$ cat config.mk
export PLATFORM = sky130hd
export DESIGN_NAME = clint_timer_top
export DESIGN_NICKNAME = d
export VERILOG_FILES = /design/src/common/bus_pkg.sv /design/src/common/clint_pkg.sv /design/src/clint/clint_bus_bridge.sv /design/src/clint/mtime_registers.sv /design/src/verilog/clint_timer_top.sv
export SDC_FILE = /design/constraint.sdc
export NUM_CORES = 1
export LEC_CHECK = 0
export BUFFER_PORTS_ARGS = -buffer_cell sky130_fd_sc_hd__buf_2
export CELL_PAD_IN_SITES_DETAIL_PLACEMENT = 2
export CELL_PAD_IN_SITES_GLOBAL_PLACEMENT = 2
export CORE_UTILIZATION = 44
export CTS_CLUSTER_SIZE = 40
export DETAILED_ROUTE_END_ITERATION = 10
export PLACE_DENSITY_LB_ADDON = 0.1
export SYNTH_ARGS = -nofsm -noshare
export SYNTH_HDL_FRONTEND = slang
export SYNTH_SLANG_ARGS = --single-unit
$ cat constraint.sdc
create_clock -name clk_i -period 6.1 [get_ports clk_i]
set_input_delay 0.305 -clock clk_i [delete_from_list [all_inputs] [get_ports clk_i]]
set_output_delay 0.305 -clock clk_i [all_outputs]
set_load 0.01 [all_outputs]
$ cat src/common/bus_pkg.sv
package bus_pkg;

	localparam int BUS_ADDR_W = 4;
	localparam int BUS_DATA_W = 32;
	localparam int BUS_STRB_W = BUS_DATA_W / 8;

	// transaction kind carried with each request
	typedef enum logic [0:0]
	{
		OP_READ  = 1'b0,
		OP_WRITE = 1'b1
	} bus_op_e;

	// one request, held stable by the master while req is high
	typedef struct packed
	{
		bus_op_e                 op;
		logic [BUS_ADDR_W-1:0]   addr;    // byte address
		logic [BUS_DATA_W-1:0]   wdata;
		logic [BUS_STRB_W-1:0]   wmask;   // bit n enables lane n
	} bus_req_t;

	// response, valid while ack is high
	typedef struct packed
	{
		logic [BUS_DATA_W-1:0]   rdata;
	} bus_rsp_t;

endpackage

$ cat src/common/clint_pkg.sv
package clint_pkg;

	localparam int CLINT_ADDR_W = 4;
	localparam int REG_W        = 64;   // mtime and mtimecmp width

	// register window, 16 bytes
	localparam logic [CLINT_ADDR_W-1:0] MTIME_BASE    = 4'd0;
	localparam logic [CLINT_ADDR_W-1:0] MTIMECMP_BASE = 4'd8;

	// bus bridge FSM
	typedef enum logic [1:0]
	{
		ST_IDLE   = 2'd0,   // waiting for req
		ST_ACCESS = 2'd1,   // strobe cycle
		ST_ACK    = 2'd2    // ack held until req falls
	} bridge_state_e;

endpackage

$ cat src/clint/clint_bus_bridge.sv
`timescale 1ns/1ps

module clint_bus_bridge (
	input  logic                              clk_i,
	input  logic                              reset_i,
	input  logic                              req_i,
	input  bus_pkg::bus_req_t                 bus_req_i,
	output logic                              ack_o,
	output bus_pkg::bus_rsp_t                 bus_rsp_o,
	output logic                              reg_csb_o,
	output logic                              reg_wen_o,
	output logic [bus_pkg::BUS_ADDR_W-1:0]    reg_addr_o,
	output logic [bus_pkg::BUS_DATA_W-1:0]    reg_wdata_o,
	output logic [bus_pkg::BUS_STRB_W-1:0]    reg_wmask_o,
	input  logic [bus_pkg::BUS_DATA_W-1:0]    reg_rdata_i
);

	import bus_pkg::*;
	import clint_pkg::*;

	bridge_state_e state_q;
	bridge_state_e state_d;
	bus_req_t      req_q;
	bus_rsp_t      rsp_q;

	always_comb
	begin
		state_d = state_q;
		case (state_q)
			ST_IDLE:
				if (req_i)
					state_d = ST_ACCESS;
			ST_ACCESS:
				state_d = ST_ACK;   // single strobe per handshake
			ST_ACK:
				if (!req_i)
					state_d = ST_IDLE;
			default:
				state_d = ST_IDLE;
		endcase
	end

	always_ff @(posedge clk_i or negedge reset_i)
	begin
		if (!reset_i)
		begin
			state_q <= ST_IDLE;
			rsp_q   <= '0;
		end
		else
		begin
			state_q <= state_d;
			if (state_q == ST_ACCESS)
				rsp_q.rdata <= reg_rdata_i;   // pre-write data on a write
		end
	end

	// request is captured once, on the edge that first sees req high
	always_ff @(posedge clk_i)
	begin
		if (state_q == ST_IDLE && req_i)
			req_q <= bus_req_i;
	end

	assign ack_o       = (state_q == ST_ACK);
	assign bus_rsp_o   = rsp_q;
	assign reg_csb_o   = (state_q != ST_ACCESS);
	assign reg_wen_o   = (req_q.op != OP_WRITE);
	assign reg_addr_o  = req_q.addr;
	assign reg_wdata_o = req_q.wdata;
	assign reg_wmask_o = req_q.wmask;

	property p_strobe_single;
		@(posedge clk_i) disable iff (!reset_i)
		!reg_csb_o |=> reg_csb_o;
	endproperty

	property p_ack_needs_req;
		@(posedge clk_i) disable iff (!reset_i)
		$rose(ack_o) |-> $past(req_i);
	endproperty

	a_strobe_single: assert property (p_strobe_single)
		else $error("register strobe low for two cycles");
	a_ack_needs_req: assert property (p_ack_needs_req)
		else $error("ack raised without a pending request");

endmodule

$ cat src/clint/mtime_registers.sv
`timescale 1ns/1ps

module mtime_registers (
	input  logic                                clk_i,
	input  logic                                reset_i,
	input  logic                                csb_i,
	input  logic                                wen_i,
	input  logic [clint_pkg::CLINT_ADDR_W-1:0]  addr_i,
	input  logic [31:0]                         data_i,
	input  logic [3:0]                          wmask_i,
	output logic                                mtip_o,
	output logic [31:0]                         data_o
);

	import clint_pkg::*;

	logic [REG_W-1:0]        mtime_q;
	logic [REG_W-1:0]        mtimecmp_q;
	logic [CLINT_ADDR_W-1:0] lane_addr [4];
	logic [2:0]              lane_off [4];   // byte offset inside the selected register
	logic [3:0]              lane_cmp;
	logic [3:0]              wr_time;
	logic [3:0]              wr_cmp;
	logic                    write_en;
	logic                    hi_eq;
	logic                    hi_lt;
	logic                    lo_lt;

	assign write_en = !csb_i && !wen_i;

	// lane n sits at addr_i + n, wrapping inside the 16-byte window
	always_comb
	begin
		for (int n = 0; n < 4; n++)
		begin
			lane_addr[n] = addr_i + CLINT_ADDR_W'(n);
			lane_cmp[n]  = (lane_addr[n] >= MTIMECMP_BASE);
			lane_off[n]  = lane_addr[n][2:0];
			wr_time[n] = write_en && wmask_i[n] && !lane_cmp[n];
			wr_cmp[n]  = write_en && wmask_i[n] && lane_cmp[n];
		end
	end

	always_ff @(posedge clk_i or negedge reset_i)
	begin
		if (!reset_i)
			mtime_q <= '0;
		else if (|wr_time)
		begin
			// written bytes load, the rest hold for this edge
			for (int n = 0; n < 4; n++)
			begin
				if (wr_time[n])
					mtime_q[8*lane_off[n][2:0] +: 8] <= data_i[8*n +: 8];
			end
		end
		else
			mtime_q <= mtime_q + 64'd1;
	end

	always_ff @(posedge clk_i or negedge reset_i)
	begin
		if (!reset_i)
			mtimecmp_q <= '0;
		else
		begin
			for (int n = 0; n < 4; n++)
			begin
				if (wr_cmp[n])
					mtimecmp_q[8*lane_off[n][2:0] +: 8] <= data_i[8*n +: 8];
			end
		end
	end

	always_comb
	begin
		for (int n = 0; n < 4; n++)
		begin
			if (lane_cmp[n])
				data_o[8*n +: 8] = mtimecmp_q[8*lane_off[n][2:0] +: 8];
			else
				data_o[8*n +: 8] = mtime_q[8*lane_off[n][2:0] +: 8];
		end
	end

	// two 32-bit compares instead of one 64-bit one
	assign hi_eq  = (mtime_q[63:32] == mtimecmp_q[63:32]);
	assign hi_lt  = (mtime_q[63:32] <  mtimecmp_q[63:32]);
	assign lo_lt  = (mtime_q[31:0]  <  mtimecmp_q[31:0]);
	assign mtip_o = !(hi_lt || (hi_eq && lo_lt));

	property p_mtip_matches;
		@(posedge clk_i) disable iff (!reset_i)
		mtip_o == (mtime_q >= mtimecmp_q);
	endproperty

	a_mtip_matches: assert property (p_mtip_matches)
		else $error("mtip disagrees with 64-bit compare");

endmodule

$ cat src/verilog/clint_timer_top.sv
`timescale 1ns/1ps

module clint_timer_top (
	input  logic              clk_i,
	input  logic              reset_i,
	input  logic              req_i,
	input  bus_pkg::bus_req_t bus_req_i,
	output logic              ack_o,
	output bus_pkg::bus_rsp_t bus_rsp_o,
	output logic              mtip_o
);

	import bus_pkg::*;

	logic                  reg_csb;
	logic                  reg_wen;
	logic [BUS_ADDR_W-1:0] reg_addr;
	logic [BUS_DATA_W-1:0] reg_wdata;
	logic [BUS_STRB_W-1:0] reg_wmask;
	logic [BUS_DATA_W-1:0] reg_rdata;

	clint_bus_bridge u_bridge (
		.clk_i       (clk_i),
		.reset_i     (reset_i),
		.req_i       (req_i),
		.bus_req_i   (bus_req_i),
		.ack_o       (ack_o),
		.bus_rsp_o   (bus_rsp_o),
		.reg_csb_o   (reg_csb),
		.reg_wen_o   (reg_wen),
		.reg_addr_o  (reg_addr),
		.reg_wdata_o (reg_wdata),
		.reg_wmask_o (reg_wmask),
		.reg_rdata_i (reg_rdata)
	);

	mtime_registers u_mtime (
		.clk_i   (clk_i),
		.reset_i (reset_i),
		.csb_i   (reg_csb),
		.wen_i   (reg_wen),
		.addr_i  (reg_addr),
		.data_i  (reg_wdata),
		.wmask_i (reg_wmask),
		.mtip_o  (mtip_o),
		.data_o  (reg_rdata)
	);

endmodule

======== Word-level counts from Yosys, hierarchy flattened ========
Index checks and enable logic that the tools add are counted.
cells by class
  add/subtract/negate cells ............... 8
  magnitude comparators ................... 6
  eq/ne operators ......................... 6
  shift operators ......................... 16
  muxes and demuxes ....................... 27
  reductions and logical operators ........ 25
operators by type and width
  kind                                                   count
  two-way mux 64 bit                                     12
  bitwise mux 64 bit                                     8
  variable part select 64 x 7 -> 8 bit                   8
  variable shift 8 x 34 -> 64 bit, first input constant  4
  variable part select 8 x 34 -> 64 bit                  4
  negator 6 -> 34 bit                                    4
  adder 64 x 1 -> 64 bit, second input constant          1
  < comparator 32 bit                                    2
  equality test 32 bit                                   1
  two-way mux 8 bit                                      4
  >= comparator 4 bit, second input constant             4
  logical AND 1 bit                                      15
  adder 4 x 2 -> 4 bit, second input constant            2
  logical NOT 1 bit                                      6
  one-hot mux 2 bit (3 select lines)                     1
  adder 4 x 1 -> 4 bit, second input constant            1
  two-way mux 2 bit                                      2
  inequality test 2 bit, second input constant           2
  OR reduction 4 bit                                     1
  equality test 2 x 1 -> 1 bit, second input constant    1
  equality test 2 bit, second input constant             1
  logical NOT 2 bit                                      1
  inequality test 2 x 1 -> 1 bit, second input constant  1
  AND reduction 2 bit                                    1
  logical OR 1 bit                                       1
word-level totals
  flip-flop bits (word level) ............. 203
  input port bits ......................... 44
  output and inout bits ................... 34
  logic and storage cells ................. 96

======== Longest topological paths before layout ========
Gate-level depths: netlist (run 1).
  depth in word-level cells ............... 16
  mapped depth ............................ 15
  gate-level depth less buffers ........... 11

======== Hierarchy ========
A second synthesis (run 1) with hierarchy kept.
second synthesis, totals
  cell total of the unflattened synthesis .. 2104
  area, all modules ....................... 20495.9 µm²
by module, submodules not included
  module            times used  cells an instance  area an instance (µm²)  sequential area each (µm²)
  mtime_registers   1           1947               17535.6                 3203.1
  clint_bus_bridge  1           157                2960.3                  2082.0

======== Worst setup path before layout (run 1) ========
No wires, ideal clock.
  path kind ............................... register to register
  from .................................... register u_bridge.state_q[0]
  to ...................................... register u_bridge.req_q (netlist bit u_bridge.reg_addr_o[0]) (enable)
  library setup time ...................... 0.499 ns
  arrival time ............................ 3.492 ns
  required time ........................... 5.601 ns
  setup slack ............................. 2.109 ns
  stages on the path, launching flop included .. 2
  path buffers ............................ 0
  clock period less this slack ............ 3.991 ns
  cells stage by stage .................... dfrtp_1 nor3b_1
between the ends
  cells in the longest elaborated chain, start to end .. 2
RTL lines
  what                    line                    source
  start, declared         clint_bus_bridge.sv:21  bridge_state_e state_q;
  start signal, assigned  clint_bus_bridge.sv:52  state_q <= state_d;
  logical NOT 2 bit       clint_bus_bridge.sv:61  if (state_q == ST_IDLE && req_i)
  logical AND 1 bit       clint_bus_bridge.sv:61
  end signal, assigned    clint_bus_bridge.sv:62  req_q <= bus_req_i;
  end, declared           clint_bus_bridge.sv:23  bus_req_t req_q;
Every way passes these cells.
A chain may end at the register's enable or synchronous reset.

======== Worst setup path in the final report (run 1) ========
  from .................................... register u_bridge.req_q (netlist bit u_bridge.reg_addr_o[0])
  to ...................................... register u_mtime.mtimecmp_q[48]
between the ends
  cells in the longest elaborated chain, start to end .. 10
  elaborated cells on any way between the ends .. 31
RTL lines
  what                                                         line                   source
  branches (longest 9 deep; another with negator 6 -> 34 bit)  n/a
  two-way mux 64 bit *                                         mtime_registers.sv:69  if (wr_cmp[n])
  end signal, assigned by index                                mtime_registers.sv:70  mtimecmp_q[8*lane_off[n][2:0] +: 8] <= data_i[8*n +: 8];
  end, declared                                                mtime_registers.sv:18  logic [REG_W-1:0] mtimecmp_q;
Every way passes the cells marked *.

==> impl_metrics.csv, run 1 <==
group,metric,value,unit
timing,rsz0062_at_grt,"false",
cts,cts.reportedPaths.clkPinSlew,70,ps
run_status,status,"finished, violations left",
synthesis,synthTopCellsByArea,"dfrtp_1, mux4_2, edfxtp_1, mux2i_1, a21oi_1",
timing,fin_crit_sh,0.771,
timing,setup_violations,0,
synthesis,yosysSeqAreaShare,0.269,
power_and_ir_drop,ir_drop,0.374,mV
route,wire_per_inst,41.9,um
run,max_cap_viol_count,1,
cts,cts_max_level,1,
worst_setup_path,crit_chain,"inv_1 -> ha_1 -> xnor2_2 -> buf_4 -> nor2_1 -> nor3_1 -> nand2_1 -> nor2_1 -> a21oi_1",
cts,clk_path_buf_depth,3,
placed_design,io_buffers,77,
worst_setup_path,crit_path_frequent_cell,"nor2_1",
route,routed_wl,119000,um
power_and_ir_drop,p_leak,8.64,nW
worst_setup_path,r2r-end,"u_mtime.mtimecmp_q[48]$_DFF_PN0_",
worst_setup_path,cp_slowest_cell,"nor3_1",
route,final_antenna_net_count,0,
final_layout,num-fill-cells,4729,
synthesis,netlist_area,19600,um^2
timing,hold_viol,0,
placed_design,routabilityCongestion,1.06,
global_routing,grt_pass1_vias,22100,
timing,tightest_slew,1530,ps
placed_design,hpwl,81900,um
synthesis,yosys.area_share.simple,0.174,
final_layout,syn2layout_area_growth,11.5,%
floorplanning,die_y,213,um
global_routing,grt_max_degree,78,
global_routing,grtUsageTotal,0.526,
synthesis,ys_seq_elements,203,
cts,cts_buffers,28,
timing,layout_min_cycle_time,4700,ps
floorplanning,io_pins,78,
worst_setup_path,cp-end-kind,"flip-flop",
final_layout,final_nets,2333,
synthesis,synthFlopType,"dfrtp_1",
power_and_ir_drop,power_frac_seq,0.318,
power_and_ir_drop,power.density,503,nW/um^2
timing,finalWorstSetupSlack,1400,ps
synthesis,syn_nets,2307,
worst_setup_path,path_class,"reg2reg",
cts,cts_tree,"yes",
route,drc,0,
floorplanning,initial_core_util,0.445,
cts,cts_resized,0,
synthesis,synth.most_common_cell,"nand2_1",
synthesis,synth-compound-area-share,0.177,
power_and_ir_drop,p_int,5.18,mW
worst_setup_path,cp-start-kind,"flip-flop",
synthesis,synth.avg_cell_area,8.99,um^2
worst_setup_path,reg2reg_from,"u_bridge.reg_addr_o[0]$_DFFE_PP_",
placed_design,dp_slack,1560,ps
timing,setup_tns,0,ps
floorplanning,rows,77,
worst_setup_path,worstPathRequired,6540,ps
hold_path,hp-class,"in2async",
synthesis,synth_edf_count,41,
synthesis,synth.distinct_cells,74,
floorplanning,die-area,45500,um^2
synthesis,synth_top_cell_by_area,"dfrtp_1",
power_and_ir_drop,clock_power_share,0.158,
worst_setup_path,r2r_cells,9,
synthesis,synthXorXnorAreaFrac,0.0289,
synthesis,yosysWarningCount,0,
route,via_per_inst,7.59,
worst_setup_path,max_stage_delay,1030,ps
cts,postCtsSetupBuffers,0,
timing,maxSlewViolCount,2,
global_routing,gr-total-overflow,0,
worst_setup_path,worstPathArrival,5150,ps
floorplanning,coreArea,44100,um^2
timing,hold-worst-slack,267,ps
synthesis,synth_top_area_frac,0.206,
synthesis,synth_top_family_by_area,"multiplexers",
cts,clk-insertion-delay-late,620,ps
cts,cts_hold_buf,43,
cts,cts.sinks,203,
power_and_ir_drop,switching_power,5.83,mW
power_and_ir_drop,power,11.0,mW
synthesis,syn_inst,2184,
timing,fmax,213,MHz
global_routing,grt_pass1_wl,166000,um
synthesis,synth.area.mux_share,0.247,
timing,skew,40.1,ps
floorplanning,die_w,213,um
route,drtIter0Drc,2936,
route,vias,21500,
timing,max-slew-margin-rel,-0.0273,
power_and_ir_drop,netSwitchingFraction,0.529,
power_and_ir_drop,p_comb_frac,0.524,
synthesis,synth_common_cells,"nand2_1, a21oi_1, nor2_1",
cts,cts-root-buf,"clkbuf_16",
route,firstDrtPassIters,6,
run_status,violations,"capacitance limit, slew limit",
worst_setup_path,rrSetupSlack,1400,ps
final_layout,drive_gt1_frac,0.183,
global_routing,antenna_found_initial,18,
synthesis,async_flop_share,0.798,
worst_setup_path,cp_max_fo,16,
synthesis,synth_fa_ha_area_frac,0.0503,
==> state kept, by name, indices dropped and copies added (netlist names) <==
name	flops
u_mtime.mtimecmp_q	64
u_bridge.reg_addr_o	4
u_bridge.reg_wmask_o	4
u_bridge.bus_rsp_o	32
u_bridge.reg_wdata_o	32
u_bridge.state_q	2
u_mtime.mtime_q	64
u_bridge.req_q	1
==> how the worst max path moves through the flow <==
stage	start	end	slack [ps]
floorplan	u_bridge.state_q[0]$_DFFE_PN0P_	u_bridge.reg_addr_o[0]$_DFFE_PP_	2110
global placement	u_bridge.reg_addr_o[0]$_DFFE_PP_	u_mtime.mtime_q[13]$_DFF_PN0_	1720
detailed placement	u_bridge.reg_addr_o[0]$_DFFE_PP_	u_mtime.mtime_q[8]$_DFF_PN0_	1560
CTS	u_bridge.reg_addr_o[0]$_DFFE_PP_	u_mtime.mtime_q[8]$_DFF_PN0_	1550
global route	u_bridge.reg_addr_o[0]$_DFFE_PP_	u_mtime.mtime_q[8]$_DFF_PN0_	1210
finish	u_bridge.reg_addr_o[0]$_DFFE_PP_	u_mtime.mtimecmp_q[48]$_DFF_PN0_	1400
==> stage by stage <==
step	instance area (um^2)	utilization	std cells
CTS	21900	0.495	2823
global placement	20500	0.464	2729
floorplan	19600	-	2184
finish	21900	0.496	2838
global route	21900	0.495	2823
detailed placement	20500	0.464	2729
==> logic make-up (layout without fill, tap and decap cells) <==
kind of cell	Yosys count	count (layout)
fa+ha+maj	79	79
simple gates	701	701
other cells	0	15
compound gates	570	570
mux	309	309
buf+inv	258	305
flops	203	203
xor+xnor	64	64
==> metal layers <==
metal | up-vias | routed length (um) | track usage | share of wire
met5 | - | 53 | 0 | 0.00045
met2 | 1776 | 48800 | 0.740 | 0.41
met1 | 10900 | 42300 | 0.626 | 0.36
li1 | 8251 | - | - | -
met3 | 656 | 16600 | 0.227 | 0.14
met4 | 8 | 11100 | 0.411 | 0.094
==> layout make-up <==
type / instances / area (um^2) / area share
Clock inverter: 17 / 186 / 0.00852
Inverter: 81 / 304 / 0.0139
Sequential cell: 203 / 5290 / 0.241
Multi-Input combinational cell: 1723 / 13400 / 0.611
Antenna cell: 15 / 37.5 / 0.00171
Tap cell: 592 / 741 / 0.0338
Timing Repair Buffer: 173 / 1220 / 0.0557
Clock buffer: 34 / 743 / 0.0340
==> placed cells by master, fill, tap and decap left out, types with 9 or more instances in the layout <==
master	Yosys	routed
mux4_2	136	136
nand2b_1	20	19
dlygate4sd3_1	0	43
buf_4	4	53
o211ai_1	15	15
a21oi_1	213	213
dfrtp_1	162	162
mux2i_1	120	120
or3_1	10	9
nand4_1	30	30
o22ai_1	52	52
inv_1	79	79
a21o_1	10	10
o21ai_0	82	82
nor2b_1	27	25
ha_1	79	78
xnor2_1	39	38
buf_2	35	76
nor3_2	8	9
mux2_2	53	53
a31oi_1	64	64
nand2_1	246	246
a211oi_1	73	73
nor2_1	172	172
o21a_1	9	9
and2_1	39	39
xor2_1	24	23
and3_1	15	15
nand3_1	54	54
diode_2	0	15
nor3_1	25	24
edfxtp_1	41	41
a21boi_0	9	9
clkbuf_16	0	28
==> critical path, delay by kind of cell (launching register included) <==
family	cells	cell delay, ps
xor gates and xnor gates	1	140
adders and majority gates	1	350
buffers and inverters	2	1290
and+or+nand+nor	4	2260
DFF	1	390
AOI/OAI and AO/OA	1	70
==> power by group through the flow <==
| stage | sequential [mW] | clock, mW | combinational (mW) |
|---|---|---|---|
| after global placement | 3.20 | 0 | 5.07 |
| after CTS | 3.25 | 1.71 | 5.49 |
| after floorplan | 2.34 | 0 | 3.70 |
| final | 3.50 | 1.74 | 5.76 |
| after detailed placement | 3.27 | 0 | 5.39 |
| after global routing | 3.39 | 1.77 | 6.02 |
No activity file was read; power rests on OpenSTA's default activity.
==> run 2, diff against run 1 <==
--- a/config.mk
+++ b/config.mk
@@ -8,7 +8,7 @@
 export BUFFER_PORTS_ARGS = -buffer_cell sky130_fd_sc_hd__buf_2
 export CELL_PAD_IN_SITES_DETAIL_PLACEMENT = 2
 export CELL_PAD_IN_SITES_GLOBAL_PLACEMENT = 2
-export CORE_UTILIZATION = 44
+export CORE_UTILIZATION = 37
 export CTS_CLUSTER_SIZE = 40
 export DETAILED_ROUTE_END_ITERATION = 10
 export PLACE_DENSITY_LB_ADDON = 0.1
==> constraint.sdc (replaced) <==
create_clock -name clk_i -period 4 [get_ports clk_i]
set_input_delay 0.2 -clock clk_i [delete_from_list [all_inputs] [get_ports clk_i]]
set_output_delay 0.2 -clock clk_i [all_outputs]
set_load 0.01 [all_outputs]
==> impl_metrics.csv, run 2 (same netlist as run 1, synthesis figures left out) <==
group,metric,value,unit
floorplanning,initial_core_util,0.374,
final_layout,final_nets,2428,
route,final_antenna_net_count,0,
cts,cts-root-buf,"clkbuf_16",
timing,rsz0062_at_grt,"false",
placed_design,hpwl,88200,um
timing,max-slew-margin-rel,0.150,
power_and_ir_drop,netSwitchingFraction,0.515,
floorplanning,die-area,54000,um^2
global_routing,gr-total-overflow,0,
global_routing,grt_pass1_wl,167000,um
cts,cts.reportedPaths.clkPinSlew,70,ps
route,wl_met1,46500,um
worst_setup_path,path_depth,8,
global_routing,grt_pass1_vias,21900,
route,met2_length,50700,um
route,wl_met3,12800,um
placed_design,io_buffers,77,
run_status,status,"finished clean",
worst_setup_path,cp-end-kind,"flip-flop",
cts,cts_max_level,1,
power_and_ir_drop,clock_power_share,0.153,
cts,cts_tree,"yes",
route,firstDrtPassIters,5,
placed_design,placed_cell_area,21400,um^2
floorplanning,die_y,232,um
timing,setup_tns,0,ps
cts,cts.sinks,203,
worst_setup_path,critPathBufInv,0,
timing,skew,28.2,ps
worst_setup_path,rrSetupSlack,300,ps
placed_design,routabilityCongestion,1.05,
worst_setup_path,crit_path_frequent_cell,"a21oi_1",
worst_setup_path,worstPathRequired,4520,ps
cts,clk_path_buf_depth,3,
worst_setup_path,max_stage_delay,670,ps
floorplanning,coreArea,52600,um^2
power_and_ir_drop,switching_power,8.53,mW
final_layout,drive_gt1_frac,0.214,
timing,hold_viol,0,
global_routing,grtUsageTotal,0.442,
power_and_ir_drop,ir_drop,0.439,mV
route,routed_wl,119000,um
hold_path,hp-class,"in2async",
power_and_ir_drop,p_leak,9.08,nW
cts,clk-insertion-delay-late,610,ps
power_and_ir_drop,p_comb_frac,0.565,
route,wire_per_inst,39.5,um
worst_setup_path,cp_max_fo,16,
route,via_per_inst,6.98,
worst_setup_path,path_class,"reg2reg",
worst_setup_path,cp_top_family,"simple AND/OR/NAND/NOR gates",
worst_setup_path,cp_slowest_cell,"ha_1",
worst_setup_path,worstPathArrival,4220,ps
power_and_ir_drop,power_frac_seq,0.283,
timing,maxSlewViolCount,0,
timing,tightest_slew,1270,ps
final_layout,top_regs,"u_mtime.mtime_q: 64 flops, u_mtime.mtimecmp_q: 64 flops",
power_and_ir_drop,p_int,8.04,mW
floorplanning,rows,84,
final_layout,syn2layout_area_growth,15.4,%
final_layout,layout_commonest_cell,"nand2_1",
final_layout,layout_common_cells,"nand2_1, a21oi_1, nor2_1",
timing,fin_crit_sh,0.925,
final_layout,design_area,22700,um^2
route,dr.max_layer_used,"met5",
global_routing,antenna_found_initial,16,
worst_setup_path,cp-start-kind,"flip-flop",
global_routing,grt_max_degree,133,
timing,setup_violations,0,
run,max_cap_viol_count,0,
route,drtIter0Drc,2167,
route,vias,21000,
final_layout,antennaDiodeCount,0,
timing,fmax,270,MHz
worst_setup_path,crit_chain,"ha_1 -> xnor2_4 -> or3_1 -> nor2b_1 -> nand2_1 -> nor3_1 -> a21oi_1 -> a21oi_1",
power_and_ir_drop,power.density,731,nW/um^2
cts,cts_buffers,28,
floorplanning,die_w,232,um
timing,layout_min_cycle_time,3700,ps
worst_setup_path,r2r_cells,8,
floorplanning,io_pins,78,
route,drc,0,
-- run 2: changes by cell type in the layout (fill, tap and decap cells not counted), moves of 2 or more --
| cell | change |
|---|---|
| buf_4 | +92 |
| diode_2 | -15 |
| buf_12 | +3 |
| clkbuf_1 | +3 |
| clkinv_1 | +2 |
| clkinv_2 | -2 |
| clkinvlp_4 | +2 |
| inv_6 | -2 |
-- run 2: cell type report --
cell class / instances / area [um^2]
clock buffer: 36 / 741
clock inverter: 15 / 126
fill: 5757 / 29900
inverter: 81 / 304
multi-input combinational: 1723 / 13400
sequential: 203 / 5290
tap: 688 / 861
timing repair buffer: 268 / 1970
-- run 2: path summary, 6_finish.rpt --
check / startpoint / end
max: u_bridge.reg_addr_o[2]$_DFFE_PP_ / u_mtime.mtimecmp_q[63]$_DFF_PN0_
min: reset_i / u_bridge.bus_rsp_o[19]$_DFFE_PN0N_
max reg2reg: u_bridge.reg_addr_o[2]$_DFFE_PP_ / u_mtime.mtimecmp_q[63]$_DFF_PN0_
min reg2reg: u_bridge.bus_rsp_o[12]$_DFFE_PN0N_ / u_bridge.bus_rsp_o[12]$_DFFE_PN0N_
max in group asynchronous: reset_i / u_mtime.mtime_q[52]$_DFF_PN0_
min in group clk_i: bus_req_i[9] / u_bridge.reg_wdata_o[5]$_DFFE_PP_
-- run 2: what timing repair did --
action | CTS | global route
hold buffers | 43 | 0
resized for setup | 0 | 0
buffers inserted | 0 | 0
endpoints found under the hold margin | 112 | 0
-- run 2: metal layers --
layer	up-vias	track usage
li1	8395	-
met4	10	0.281
met2	1335	0.658
met1	10900	0.563
met3	369	0.120
met5	-	0
-- run 2: per-stage QoR --
step	worst slack (ps)	power [mW]	instances	hold WS, ps	utilization
after global placement	404	13.2	2920	290	0.407
final	299	16.6	3014	225	0.431
after global routing	32.8	17.1	3014	296	0.431
after floorplan	8.95	9.21	2184	-95.6	-
after CTS	337	16.1	3014	245	0.431
after detailed placement	354	13.5	2920	298	0.407
-- run 2: power groups by stage --
stage / clock (mW) / combinational, mW / sequential [mW]
6_report: 2.53 / 9.36 / 4.68
5_1_grt: 2.61 / 9.83 / 4.62
4_1_cts: 2.53 / 9.10 / 4.51
3_5_place_dp: 0 / 8.99 / 4.54
3_3_place_gp: 0 / 8.68 / 4.50
2_1_floorplan: 0 / 5.65 / 3.56
